### src/rtl/vis_cfg.svh
`ifndef VIS_CFG_SVH
`define VIS_CFG_SVH

// Number of 1-bit I/Q radio sources
`define VIS_RADIOS 8

// Timeslices per sample period
`define VIS_TRATE 8

// Width of a timeslice address
`define VIS_TBITS 3

// Correlator units in one chain
`define VIS_LENGTH 3

// Signed width of a partial visibility component
// Wide enough for many samples of +/-2 between emits
`define VIS_PBITS 8

// Signed width of an accumulated visibility component
`define VIS_ABITS 12

`endif

### src/rtl/vis_pkg.sv
`default_nettype none

`include "vis_cfg.svh"

package vis_pkg;

  // One bit per radio, used for the I and the Q plane
  typedef logic [`VIS_RADIOS-1:0] radio_t;

  // Timeslice address carried with every sample
  typedef logic [`VIS_TBITS-1:0] slot_t;

  // Partial visibility component from one correlator unit
  typedef logic signed [`VIS_PBITS-1:0] part_t;

  // Final visibility component after accumulation
  typedef logic signed [`VIS_ABITS-1:0] accum_t;

  // Accumulator states
  // Collect adds bursts, dump streams the sums out
  typedef enum logic {
    ST_COLLECT,
    ST_DUMP
  } accum_state_t;

endpackage

`default_nettype wire

### src/rtl/sig_stream_if.sv
`timescale 1ns/1ps
`default_nettype none

interface sig_stream_if;

  // Sample strobe, all other fields count only while it is high
  logic valid;
  // First sample of an integration
  logic first;
  // Only forwarded to downstream chains
  logic next;
  // Last sample before the units emit the slot sum
  logic emit;
  // With emit, the final emit of the integration
  logic last;
  // Timeslice address
  vis_pkg::slot_t addr;
  // I and Q planes
  vis_pkg::radio_t dati;
  vis_pkg::radio_t datq;

  // Producer side
  modport source(output valid, first, next, emit, last, addr, dati, datq);

  // Consumer side
  modport sink(input valid, first, next, emit, last, addr, dati, datq);

endinterface

`default_nettype wire

### src/rtl/sig_delay.sv
`timescale 1ns/1ps
`default_nettype none

`include "vis_cfg.svh"

module sig_delay (
  input  wire         clock,
  input  wire         reset_i,
  sig_stream_if.sink   up,
  sig_stream_if.source down
);

  // Control bits packed as {valid, first, next, emit, last}
  logic [4:0] ctrl_q [`VIS_LENGTH];
  // Payload stages, no reset needed
  vis_pkg::slot_t  addr_q [`VIS_LENGTH];
  vis_pkg::radio_t dati_q [`VIS_LENGTH];
  vis_pkg::radio_t datq_q [`VIS_LENGTH];

  // Control pipeline
  always_ff @(posedge clock) begin
    if (reset_i) begin
      for (int i = 0; i < `VIS_LENGTH; i++) begin
        ctrl_q[i] <= '0;
      end
    end else begin
      ctrl_q[0] <= {up.valid, up.first, up.next, up.emit, up.last};
      for (int i = 1; i < `VIS_LENGTH; i++) begin
        ctrl_q[i] <= ctrl_q[i-1];
      end
    end
  end

  // Address and data planes follow the same stages
  always_ff @(posedge clock) begin
    addr_q[0] <= up.addr;
    dati_q[0] <= up.dati;
    datq_q[0] <= up.datq;
    for (int i = 1; i < `VIS_LENGTH; i++) begin
      addr_q[i] <= addr_q[i-1];
      dati_q[i] <= dati_q[i-1];
      datq_q[i] <= datq_q[i-1];
    end
  end

  // Final stage drives the next chain
  assign {down.valid, down.first, down.next, down.emit, down.last} = ctrl_q[`VIS_LENGTH-1];
  assign down.addr = addr_q[`VIS_LENGTH-1];
  assign down.dati = dati_q[`VIS_LENGTH-1];
  assign down.datq = datq_q[`VIS_LENGTH-1];

endmodule

`default_nettype wire

### src/rtl/correlator.sv
`timescale 1ns/1ps
`default_nettype none

`include "vis_cfg.svh"

module correlator (
  input  wire              clock,
  input  wire              reset_i,
  input  wire        [1:0] unit_i,
  sig_stream_if.sink       strm,
  output logic             part_valid_o,
  output vis_pkg::part_t   part_re_o,
  output vis_pkg::part_t   part_im_o
);

  // Radio index width
  localparam int RBITS = $clog2(`VIS_RADIOS);
  // Room for slot + unit + 1 before the modulo
  localparam int SBITS = `VIS_TBITS + 2;

  // Per-timeslice running sums
  vis_pkg::part_t sum_re [`VIS_TRATE];
  vis_pkg::part_t sum_im [`VIS_TRATE];

  // Baseline selection
  logic [SBITS-1:0] b_sum;
  logic [RBITS-1:0] a_idx;
  logic [RBITS-1:0] b_idx;
  logic             ai;
  logic             aq;
  logic             bi;
  logic             bq;

  // One-sample product and updated sums
  vis_pkg::part_t prod_re;
  vis_pkg::part_t prod_im;
  vis_pkg::part_t base_re;
  vis_pkg::part_t base_im;
  vis_pkg::part_t next_re;
  vis_pkg::part_t next_im;

  // Product of two +/-1 values, +1 when the bits agree
  function automatic vis_pkg::part_t pm_one(input logic agree);
    pm_one = agree ? vis_pkg::part_t'(1) : vis_pkg::part_t'(-1);
  endfunction

  // Radio a is the slot itself
  // Radio b sits unit+1 places further round the ring
  assign a_idx = RBITS'(strm.addr);
  assign b_sum = SBITS'(strm.addr) + SBITS'(unit_i) + SBITS'(1);
  assign b_idx = RBITS'(b_sum % SBITS'(`VIS_RADIOS));

  assign ai = strm.dati[a_idx];
  assign aq = strm.datq[a_idx];
  assign bi = strm.dati[b_idx];
  assign bq = strm.datq[b_idx];

  always_comb begin
    // a * conj(b) with each bit mapped to +/-1
    prod_re = pm_one(ai ~^ bi) + pm_one(aq ~^ bq);
    prod_im = pm_one(aq ~^ bi) - pm_one(ai ~^ bq);
    // A first sample starts every slot from zero
    base_re = strm.first ? '0 : sum_re[strm.addr];
    base_im = strm.first ? '0 : sum_im[strm.addr];
    next_re = base_re + prod_re;
    next_im = base_im + prod_im;
  end

  // Slot register file
  always_ff @(posedge clock) begin
    if (strm.valid) begin
      if (strm.first) begin
        for (int i = 0; i < `VIS_TRATE; i++) begin
          sum_re[i] <= '0;
          sum_im[i] <= '0;
        end
      end
      // Emitting slot restarts, others keep adding
      if (strm.emit) begin
        sum_re[strm.addr] <= '0;
        sum_im[strm.addr] <= '0;
      end else begin
        sum_re[strm.addr] <= next_re;
        sum_im[strm.addr] <= next_im;
      end
    end
  end

  // Emit strobe, one cycle after the emit sample
  always_ff @(posedge clock) begin
    if (reset_i) begin
      part_valid_o <= 1'b0;
    end else begin
      part_valid_o <= strm.valid & strm.emit;
    end
  end

  // Emitted sum includes the emit sample itself
  always_ff @(posedge clock) begin
    if (strm.valid && strm.emit) begin
      part_re_o <= next_re;
      part_im_o <= next_im;
    end
  end

endmodule

`default_nettype wire

### src/rtl/vis_merge.sv
`timescale 1ns/1ps
`default_nettype none

`include "vis_cfg.svh"

module vis_merge (
  input  wire                   clock,
  input  wire                   reset_i,
  input  wire [`VIS_LENGTH-1:0] par_valid_i,
  input  vis_pkg::part_t        par_re_i [`VIS_LENGTH],
  input  vis_pkg::part_t        par_im_i [`VIS_LENGTH],
  input  wire                   par_last_i,
  output logic                  seq_valid_o,
  output vis_pkg::part_t        seq_re_o,
  output vis_pkg::part_t        seq_im_o,
  output logic                  seq_last_o
);

  localparam int CBITS = $clog2(`VIS_LENGTH + 1);

  // Captured vector
  vis_pkg::part_t re_q [`VIS_LENGTH];
  vis_pkg::part_t im_q [`VIS_LENGTH];
  logic           last_q;

  // Shift-out control
  logic             busy_q;
  logic [CBITS-1:0] beat_q;
  logic             capture;

  // All units emit together, unit 0 stands for the vector
  assign capture = par_valid_i[0];

  // Payload capture, a unit that did not strobe reads as zero
  always_ff @(posedge clock) begin
    if (capture) begin
      for (int i = 0; i < `VIS_LENGTH; i++) begin
        re_q[i] <= par_valid_i[i] ? par_re_i[i] : '0;
        im_q[i] <= par_valid_i[i] ? par_im_i[i] : '0;
      end
      last_q <= par_last_i;
    end
  end

  // Beat counter walks unit 0 up to the final unit
  always_ff @(posedge clock) begin
    if (reset_i) begin
      busy_q <= 1'b0;
      beat_q <= '0;
    end else if (capture) begin
      busy_q <= 1'b1;
      beat_q <= '0;
    end else if (busy_q) begin
      if (beat_q == CBITS'(`VIS_LENGTH - 1)) begin
        busy_q <= 1'b0;
        beat_q <= '0;
      end else begin
        beat_q <= beat_q + 1'b1;
      end
    end
  end

  // Sequential stream, burst tag held on every beat
  assign seq_valid_o = busy_q;
  assign seq_last_o  = busy_q & last_q;
  assign seq_re_o    = re_q[beat_q];
  assign seq_im_o    = im_q[beat_q];

endmodule

`default_nettype wire

### src/rtl/vis_accum.sv
`timescale 1ns/1ps
`default_nettype none

`include "vis_cfg.svh"

module vis_accum (
  input  wire                   clock,
  input  wire                   reset_i,
  input  wire                   seq_valid_i,
  input  vis_pkg::part_t        seq_re_i,
  input  vis_pkg::part_t        seq_im_i,
  input  wire                   seq_last_i,
  output logic                  vis_frame_o,
  output logic                  vis_valid_o,
  output logic                  vis_first_o,
  output logic                  vis_last_o,
  output vis_pkg::accum_t       vis_real_o,
  output vis_pkg::accum_t       vis_imag_o
);

  localparam int CBITS = $clog2(`VIS_LENGTH + 1);
  localparam int XBITS = `VIS_ABITS - `VIS_PBITS;

  vis_pkg::accum_state_t state_q;
  logic [CBITS-1:0]      beat_q;
  logic                  beat_end;

  // One accumulator pair per unit position
  vis_pkg::accum_t acc_re [`VIS_LENGTH];
  vis_pkg::accum_t acc_im [`VIS_LENGTH];

  // Sign-extended partials
  vis_pkg::accum_t ext_re;
  vis_pkg::accum_t ext_im;

  assign ext_re   = {{XBITS{seq_re_i[`VIS_PBITS-1]}}, seq_re_i};
  assign ext_im   = {{XBITS{seq_im_i[`VIS_PBITS-1]}}, seq_im_i};
  assign beat_end = (beat_q == CBITS'(`VIS_LENGTH - 1));

  // Beat counter and state
  always_ff @(posedge clock) begin
    if (reset_i) begin
      state_q <= vis_pkg::ST_COLLECT;
      beat_q  <= '0;
    end else begin
      case (state_q)
        vis_pkg::ST_COLLECT: begin
          if (seq_valid_i) begin
            beat_q <= beat_end ? '0 : beat_q + 1'b1;
            // Final beat of a last-tagged burst starts the dump
            if (beat_end && seq_last_i) begin
              state_q <= vis_pkg::ST_DUMP;
            end
          end
        end
        vis_pkg::ST_DUMP: begin
          beat_q <= beat_end ? '0 : beat_q + 1'b1;
          if (beat_end) begin
            state_q <= vis_pkg::ST_COLLECT;
          end
        end
        default: state_q <= vis_pkg::ST_COLLECT;
      endcase
    end
  end

  // Sums must start at zero for the first integration
  always_ff @(posedge clock) begin
    if (reset_i) begin
      for (int i = 0; i < `VIS_LENGTH; i++) begin
        acc_re[i] <= '0;
        acc_im[i] <= '0;
      end
    end else if (state_q == vis_pkg::ST_DUMP) begin
      // Each register clears as it is streamed out
      acc_re[beat_q] <= '0;
      acc_im[beat_q] <= '0;
    end else if (seq_valid_i) begin
      acc_re[beat_q] <= acc_re[beat_q] + ext_re;
      acc_im[beat_q] <= acc_im[beat_q] + ext_im;
    end
  end

  // Dump framing
  assign vis_frame_o = (state_q == vis_pkg::ST_DUMP);
  assign vis_valid_o = vis_frame_o;
  assign vis_first_o = vis_frame_o & (beat_q == '0);
  assign vis_last_o  = vis_frame_o & beat_end;
  assign vis_real_o  = acc_re[beat_q];
  assign vis_imag_o  = acc_im[beat_q];

endmodule

`default_nettype wire

### src/rtl/vis_chain.sv
`timescale 1ns/1ps
`default_nettype none

`include "vis_cfg.svh"

module vis_chain (
  input  wire              clock,
  input  wire              reset_i,
  // Upstream radio samples
  input  wire              sig_valid_i,
  input  wire              sig_first_i,
  input  wire              sig_next_i,
  input  wire              sig_emit_i,
  input  wire              sig_last_i,
  input  vis_pkg::slot_t   sig_addr_i,
  input  vis_pkg::radio_t  sig_dati_i,
  input  vis_pkg::radio_t  sig_datq_i,
  // Delayed samples for the next chain
  output logic             sig_valid_o,
  output logic             sig_first_o,
  output logic             sig_next_o,
  output logic             sig_emit_o,
  output logic             sig_last_o,
  output vis_pkg::slot_t   sig_addr_o,
  output vis_pkg::radio_t  sig_dati_o,
  output vis_pkg::radio_t  sig_datq_o,
  // Final visibilities
  output logic             vis_frame_o,
  output logic             vis_valid_o,
  output logic             vis_first_o,
  output logic             vis_last_o,
  output vis_pkg::accum_t  vis_real_o,
  output vis_pkg::accum_t  vis_imag_o
);

  sig_stream_if up_if ();
  sig_stream_if down_if ();

  // Correlator outputs, indexed by unit
  logic [`VIS_LENGTH-1:0] part_valid;
  vis_pkg::part_t         part_re [`VIS_LENGTH];
  vis_pkg::part_t         part_im [`VIS_LENGTH];

  // Merge to accumulator
  logic           seq_valid;
  logic           seq_last;
  vis_pkg::part_t seq_re;
  vis_pkg::part_t seq_im;

  // Last tag of the pending emit, ready when the units strobe
  logic emit_last_q;

  assign up_if.valid = sig_valid_i;
  assign up_if.first = sig_first_i;
  assign up_if.next  = sig_next_i;
  assign up_if.emit  = sig_emit_i;
  assign up_if.last  = sig_last_i;
  assign up_if.addr  = sig_addr_i;
  assign up_if.dati  = sig_dati_i;
  assign up_if.datq  = sig_datq_i;

  assign sig_valid_o = down_if.valid;
  assign sig_first_o = down_if.first;
  assign sig_next_o  = down_if.next;
  assign sig_emit_o  = down_if.emit;
  assign sig_last_o  = down_if.last;
  assign sig_addr_o  = down_if.addr;
  assign sig_dati_o  = down_if.dati;
  assign sig_datq_o  = down_if.datq;

  always_ff @(posedge clock) begin
    if (reset_i) begin
      emit_last_q <= 1'b0;
    end else if (sig_valid_i && sig_emit_i) begin
      emit_last_q <= sig_last_i;
    end
  end

  // Stream travels against the visibilities
  sig_delay u_delay (
    .clock  (clock),
    .reset_i(reset_i),
    .up     (up_if.sink),
    .down   (down_if.source)
  );

  // All units see the same undelayed sample
  for (genvar k = 0; k < `VIS_LENGTH; k++) begin : g_cor
    correlator u_cor (
      .clock       (clock),
      .reset_i     (reset_i),
      .unit_i      (2'(k)),
      .strm        (up_if.sink),
      .part_valid_o(part_valid[k]),
      .part_re_o   (part_re[k]),
      .part_im_o   (part_im[k])
    );
  end

  vis_merge u_merge (
    .clock      (clock),
    .reset_i    (reset_i),
    .par_valid_i(part_valid),
    .par_re_i   (part_re),
    .par_im_i   (part_im),
    .par_last_i (emit_last_q),
    .seq_valid_o(seq_valid),
    .seq_re_o   (seq_re),
    .seq_im_o   (seq_im),
    .seq_last_o (seq_last)
  );

  vis_accum u_accum (
    .clock      (clock),
    .reset_i    (reset_i),
    .seq_valid_i(seq_valid),
    .seq_re_i   (seq_re),
    .seq_im_i   (seq_im),
    .seq_last_i (seq_last),
    .vis_frame_o(vis_frame_o),
    .vis_valid_o(vis_valid_o),
    .vis_first_o(vis_first_o),
    .vis_last_o (vis_last_o),
    .vis_real_o (vis_real_o),
    .vis_imag_o (vis_imag_o)
  );

endmodule

`default_nettype wire

### config.mk
export PLATFORM = sky130hd
export DESIGN_NAME = vis_chain
export DESIGN_NICKNAME = d
export VERILOG_FILES = /design/src/rtl/vis_pkg.sv /design/src/rtl/sig_stream_if.sv /design/src/rtl/sig_delay.sv /design/src/rtl/correlator.sv /design/src/rtl/vis_merge.sv /design/src/rtl/vis_accum.sv /design/src/rtl/vis_chain.sv
export VERILOG_INCLUDE_DIRS = /design/src /design/src/rtl
export SDC_FILE = /design/constraint.sdc
export NUM_CORES = 1
export LEC_CHECK = 0
export BUFFER_PORTS_ARGS = -buffer_cell sky130_fd_sc_hd__buf_4
export CORE_UTILIZATION = 44
export CTS_CLUSTER_SIZE = 14
export DETAILED_ROUTE_END_ITERATION = 7
export PLACE_DENSITY = 0.64
export SLEW_MARGIN = 10
export SYNTH_ARGS = -nofsm -noshare
export SYNTH_HDL_FRONTEND = slang
export SYNTH_HIERARCHICAL = 1
export SYNTH_SLANG_ARGS = --single-unit
### constraint.sdc
create_clock -name clock -period 10.2 [get_ports clock]
set_clock_uncertainty 0.15 [all_clocks]
set_input_delay 0.51 -clock clock [delete_from_list [all_inputs] [get_ports clock]]
set_output_delay 0.51 -clock clock [all_outputs]
set_load 0.005 [all_outputs]
* Word level (Yosys, flattened, before mapping)
Memories as Yosys holds them, arrays and structs flattened. A register that Yosys moved wholly into a read port is not among the register bits.
Cells that the tools add are included.
** Operators by class
- Add/sub/neg operators :: 20
- Bitwise logic cells :: 28
- Reduce and logical (&&, ||, !) cells :: 6
- $lt $le $gt $ge :: 4
- Muxes and demuxes :: 97
- Eq/ne operators :: 3
** Operators by type and width (number)
- $mux 8 :: 30
- $add 8x8->8 :: 9
- $mux 12 :: 4
- $mux 1 :: 37
- $mux 2 :: 13
- $add 12x8->12 :: 2
- $bmux 1 s3 :: 8
- $reduce_or 12->1 :: 2
- $sub 8x8->8 :: 3
- $lt 3x4->1 const B :: 4
- $mux 5 :: 3
- $xnor 1x1->1 :: 12
- $or 1x1->1 :: 11
- $add 3x1->3 const B :: 3
- $add 2x1->2 const B :: 2
- $and 1x1->1 :: 4
- $eq 2x2->1 const B :: 2
- $pmux 2 s2 :: 1
- $add 3x2->3 const B :: 1
- $logic_and 1x1->1 :: 2
- $logic_not 2->1 :: 1
- $ne 2x2->1 const B :: 1
- $pmux 1 s2 :: 1
- $reduce_or 2->1 :: 1
- $not 1->1 :: 1
** Word-level totals
- Memories :: 14
- Output and inout bits :: 52
- Memory bits (writable) :: 576
- Logic and storage cells :: 185
- Bits in registers :: 57
** Memories
- g_cor[0].u_cor.sum_im :: words 8, width 8, read ports 1, clocked after Yosys merged registers in 0, wr ports 9, RTL line correlator.sv:23 : vis_pkg::part_t sum_im [`VIS_TRATE];
- g_cor[0].u_cor.sum_re :: words 8, width 8, read ports 1, clocked after Yosys merged registers in 0, wr ports 9, RTL line correlator.sv:22 : vis_pkg::part_t sum_re [`VIS_TRATE];
- g_cor[1].u_cor.sum_im :: words 8, width 8, read ports 1, clocked after Yosys merged registers in 0, wr ports 9, RTL line correlator.sv:23
- g_cor[1].u_cor.sum_re :: words 8, width 8, read ports 1, clocked after Yosys merged registers in 0, wr ports 9, RTL line correlator.sv:22
- g_cor[2].u_cor.sum_im :: words 8, width 8, read ports 1, clocked after Yosys merged registers in 0, wr ports 9, RTL line correlator.sv:23
- g_cor[2].u_cor.sum_re :: words 8, width 8, read ports 1, clocked after Yosys merged registers in 0, wr ports 9, RTL line correlator.sv:22
- +8 memories

* Logic depth before layout (Yosys ltp)
- Word-level depth :: 9
- Gate-level depth with buffers :: 22

* Hierarchy
Netlist, hierarchy kept.
** By module, submodules not included
- correlator (g_cor[1].u_cor) :: times used 1, seq. area each 4344.2 µm², cells each 607, area each 7566.0 µm²
- correlator (g_cor[0].u_cor) :: times used 1, seq. area each 4344.2 µm², cells each 605, area each 7469.7 µm²
- correlator (g_cor[2].u_cor) :: times used 1, seq. area each 4344.2 µm², cells each 582, area each 7433.4 µm²
- vis_accum :: times used 1, seq. area each 2982.9 µm², cells each 457, area each 5616.6 µm²
- vis_merge :: times used 1, seq. area each 1571.5 µm², cells each 152, area each 2185.8 µm²
- sig_delay :: times used 1, seq. area each 1441.4 µm², cells each 107, area each 1716.6 µm²
- vis_chain :: times used 1, seq. area each 20.0 µm², cells each 6, area each 51.3 µm²

* Least setup slack after synthesis
OpenSTA, ideal clock, no wires.
- Path type :: input -> register
- From :: in sig_addr_i[0]
- To :: mem g_cor[0].u_cor/sum_im[0][7] in the netlist's numbering, data pin
- Buffers on the path :: 2
- Setup slack :: 4.945 ns
- Setup time :: 0.275 ns
- Data arrival time :: 4.830 ns
- Stages :: 18
- Cells stage by stage :: buf_2 > buf_2 > inv_1 > ha_1 > fa_1 > mux4_1 > mux2i_1 > xnor2_1 > mux2i_1 > fa_1 > inv_1 > ha_1 > nor2_1 > nor2_1 > o211a_1 > a221oi_1 > xnor2_1 > nor2_1
** RTL lines
- start: declaration :: RTL line vis_chain.sv:15 : input vis_pkg::slot_t sig_addr_i,
- end: declaration :: RTL line correlator.sv:23

==> results.txt <==
outcome - completed
Longest Clk Path Bufs - 3
area grow syn2layout - 11.9%
largest net degree at the start of global routing - 72
share of cells above drive strength 1 - 15.0%
Pwr per Cell Area - 243 nW/µm²
Worst-Margin Slew - 1060 ps
WL/cell - 22.3 µm
number of global-route vias before repair - 20,340
Yosys top cell by area - edfxtp_1
GRT Overall Usage - 21.7%
hpwl dp - 52.0 mm
Comb pwr share - 32.0%
Hold Violations, Final - 0
Top FF cell, synth - edfxtp_1
TritonCTS clock tree - done
crit-path max FO - 44
Final Cycle Share - 59.3%
total gr overflow - 0
slew margin rel. - 27.1%
max_cap viols - 0
Yosys cell types - 95
TritonRoute pass-1 iters - 6
WHS - 167 ps
P_sw - 0.00302 W
Final ANT Viol Nets - 0
CTS Sinks - 663
mapped cell area - 32,000 µm²
Switching Fraction - 34.6%
RSZ-0062 raised after global routing - no
Synth Register Bits - 663
I/O Buffers - 77
Arr. time, crit path - 6250 ps
first-pass GRT wire length - 122 mm
Internal Power - 0.00571 W
CTS Root Cell - clkbuf_16
Final Max Slew Viols - 0
minimum clock period - 6050 ps
sequential share of power - 38.5%
Fill cells - 6,214
setup TNS - 0 ps
Startpoint Class - input pin
hold path start - reset_i
Resize count post-CTS - 0
Clock transition at path regs - 60 ps
die area - 73,900 µm²
hold buffers post-CTS - 18
critical path class - in -> reg
initial DRC count - 1,986
largest cells by area after synthesis - edfxtp_1 54%, mux4_2 6.3%, nor2_1 5.7%
Worst-Skew Late Latency - 630 ps
Post-synth EDFFs - 577
Crit. Startpoint - sig_addr_i[1]
initial antenna violation count - 3
Post-route DRC - 0
LEAKAGE - 13.2 nW
final setup violation count - 0
Vias - 20,238
Setup Buffers After CTS - 0
fraction of synthesis flops using an asynchronous set or reset pin - 0%
Starting Density - 44.7%
Syn Inst Count - 2,516
clock network fraction of total power - 29.5%
CORE AREA - 71,700 µm²
CP Capture Type - flip-flop
fmax - 165 MHz
vias per inst - 5.65
Routed WL - 79.8 mm
synthesis warning total - 6
die width - 272 µm
Tightest Hold Check Type - in -> reg
FF-to-FF Start - g_cor[0].u_cor/sum_re[5][2]
Worst VDD drop - 152 µV
CTS buffer count - 72
Layout Nets - 2,699
GP Congestion - 0.865
Row Count - 98
Synth Area per Inst - 12.7 µm²
Die Span Y - 272 µm
Ports - 78
sequential area share after synthesis - 59.5%
area share of the largest cell type after synthesis - 54.1%
H-tree depth - 3
Worst EP required - 10,400 ps
==> cell usage in the layout (no fill, tap or decap), types with 11 or more instances in the layout <==
master / count
xor2_1: 37
o21ai_1: 16
clkbuf_16: 75
a31oi_1: 21
o21ai_0: 27
nand2b_1: 26
dlygate4sd3_1: 18
nor3_1: 44
nor2_1: 486
and2_1: 40
mux2i_1: 114
nand4_1: 19
a21o_1: 24
a21oi_1: 85
xnor2_1: 44
buf_4: 100
clkbuf_8: 13
nand2_1: 186
mux2_2: 11
clkbuf_1: 20
mux4_2: 90
dfxtp_1: 84
inv_1: 85
fa_1: 20
nand3_1: 39
ha_1: 81
o22ai_1: 14
nor2b_1: 21
edfxtp_1: 577
o21bai_1: 14
==> flip-flops by register name, summed over array words and instances, names as in the netlist, 48 cells and up, named ones only <==
| register | cells |
|---|---|
| g_cor.u_cor/sum_im | 192 |
| u_accum/acc_re | 48 |
| u_accum/acc_im | 48 |
| g_cor.u_cor/sum_re | 192 |
==> layout make-up <==
type | count | area, µm² | share of cell area (%)
Clock inverter | 27 | 254 | 0.709
Inverter | 97 | 367 | 1.02
Sequential cell | 663 | 19100 | 53.1
Antenna cell | 2 | 5.00 | 0.0140
Multi-Input combinational cell | 1618 | 11900 | 33.2
Tap cell | 950 | 1190 | 3.32
Clock buffer | 107 | 2120 | 5.91
Timing Repair Buffer | 120 | 956 | 2.67
==> metal layers <==
layer	up-vias	global-route usage, %	wire (µm)
li1	9159	-	-
met1	10007	29.2	33500
met2	897	34.4	36900
met3	173	4.67	6620
met4	2	8.15	2780
met5	-	0	13
==> cells by family (layout without fill, tap and decap cells) <==
logic type	count (synthesis)	count (layout)	share of synthesized area, %
simple gates	916	916	12.7
flops	663	663	59.5
compound gates	262	262	5.34
buf+inv	239	351	3.43
mux	233	233	11.4
fa+ha+maj	101	101	4.41
xor+xnor	100	100	3.28
other cells	2	8	0.0234
==> power groups by stage <==
stage,clock network (W),registers [W],logic [W]
floorplan,0,0.00336,0.00198
global placement,0,0.00341,0.00271
detailed placement,0,0.00341,0.00277
CTS,0.00263,0.00336,0.00279
global route,0.00274,0.00337,0.00305
finish,0.00258,0.00336,0.00280
==> worst max-delay path: stages <==
cell	delay, ps
buf_4	510
buf_4	580
inv_2	350
fa_1	690
mux4_1	360
mux2i_4	250
xor2_1	720
fa_1	560
inv_1	70
ha_1	260
nor4b_1	180
or4_1	460
o21ai_2	110
o21ai_1	130
xnor2_2	360
nor2_1	100
==> through the flow <==
step / area (µm²) / instances / utilization, % / worst slack (ps) / total power, W
floorplan: 32100 / 2520 / - / 4940 / 0.00534
global placement: 33300 / 3430 / 46.4 / 3680 / 0.00612
detailed placement: 33300 / 3430 / 46.4 / 3480 / 0.00618
CTS: 35800 / 3582 / 50.0 / 4130 / 0.00878
global route: 35800 / 3582 / 50.0 / 3780 / 0.00916
finish: 35800 / 3584 / 50.0 / 4150 / 0.00873
==> synth_stat cells, drive strengths merged (3+ instances only) <==
library cell and number:
fa 20, nor2 489, a22oi 6, a211oi 5, dfxtp 86, o211ai 8, mux2i 120, nand3 40
ha 81, o21ai 46, or2 8, nor3 46, inv 96, o22a 4, o22ai 14, clkbuf 73
a21oi 87, or3b 4, xnor2 56, and2b 5, and2 41, buf 69, o21bai 15, a21o 24
xor2 44, or3 5, a211o 3, mux2 16, nor2b 29, a31oi 22, a221oi 3, mux4 97
and3 6, nand4 19, nand2 187, edfxtp 577, nand2b 27, a2111o 3, o31ai 6, nor3b 4
==> final timing paths <==
kind                                               endpoint  slack, ps  cells past startpoint
worst max-delay path            g_cor[1].u_cor/sum_im[2][7]       4150                     16
worst min-delay path                    u_merge/seq_valid_o        170                      2
worst max register to register  g_cor[0].u_cor/sum_re[2][6]       6160                     16
worst min register to register        u_delay/datq_q[0][23]        170                      0
No activity file was read; power rests on OpenSTA's default activity.
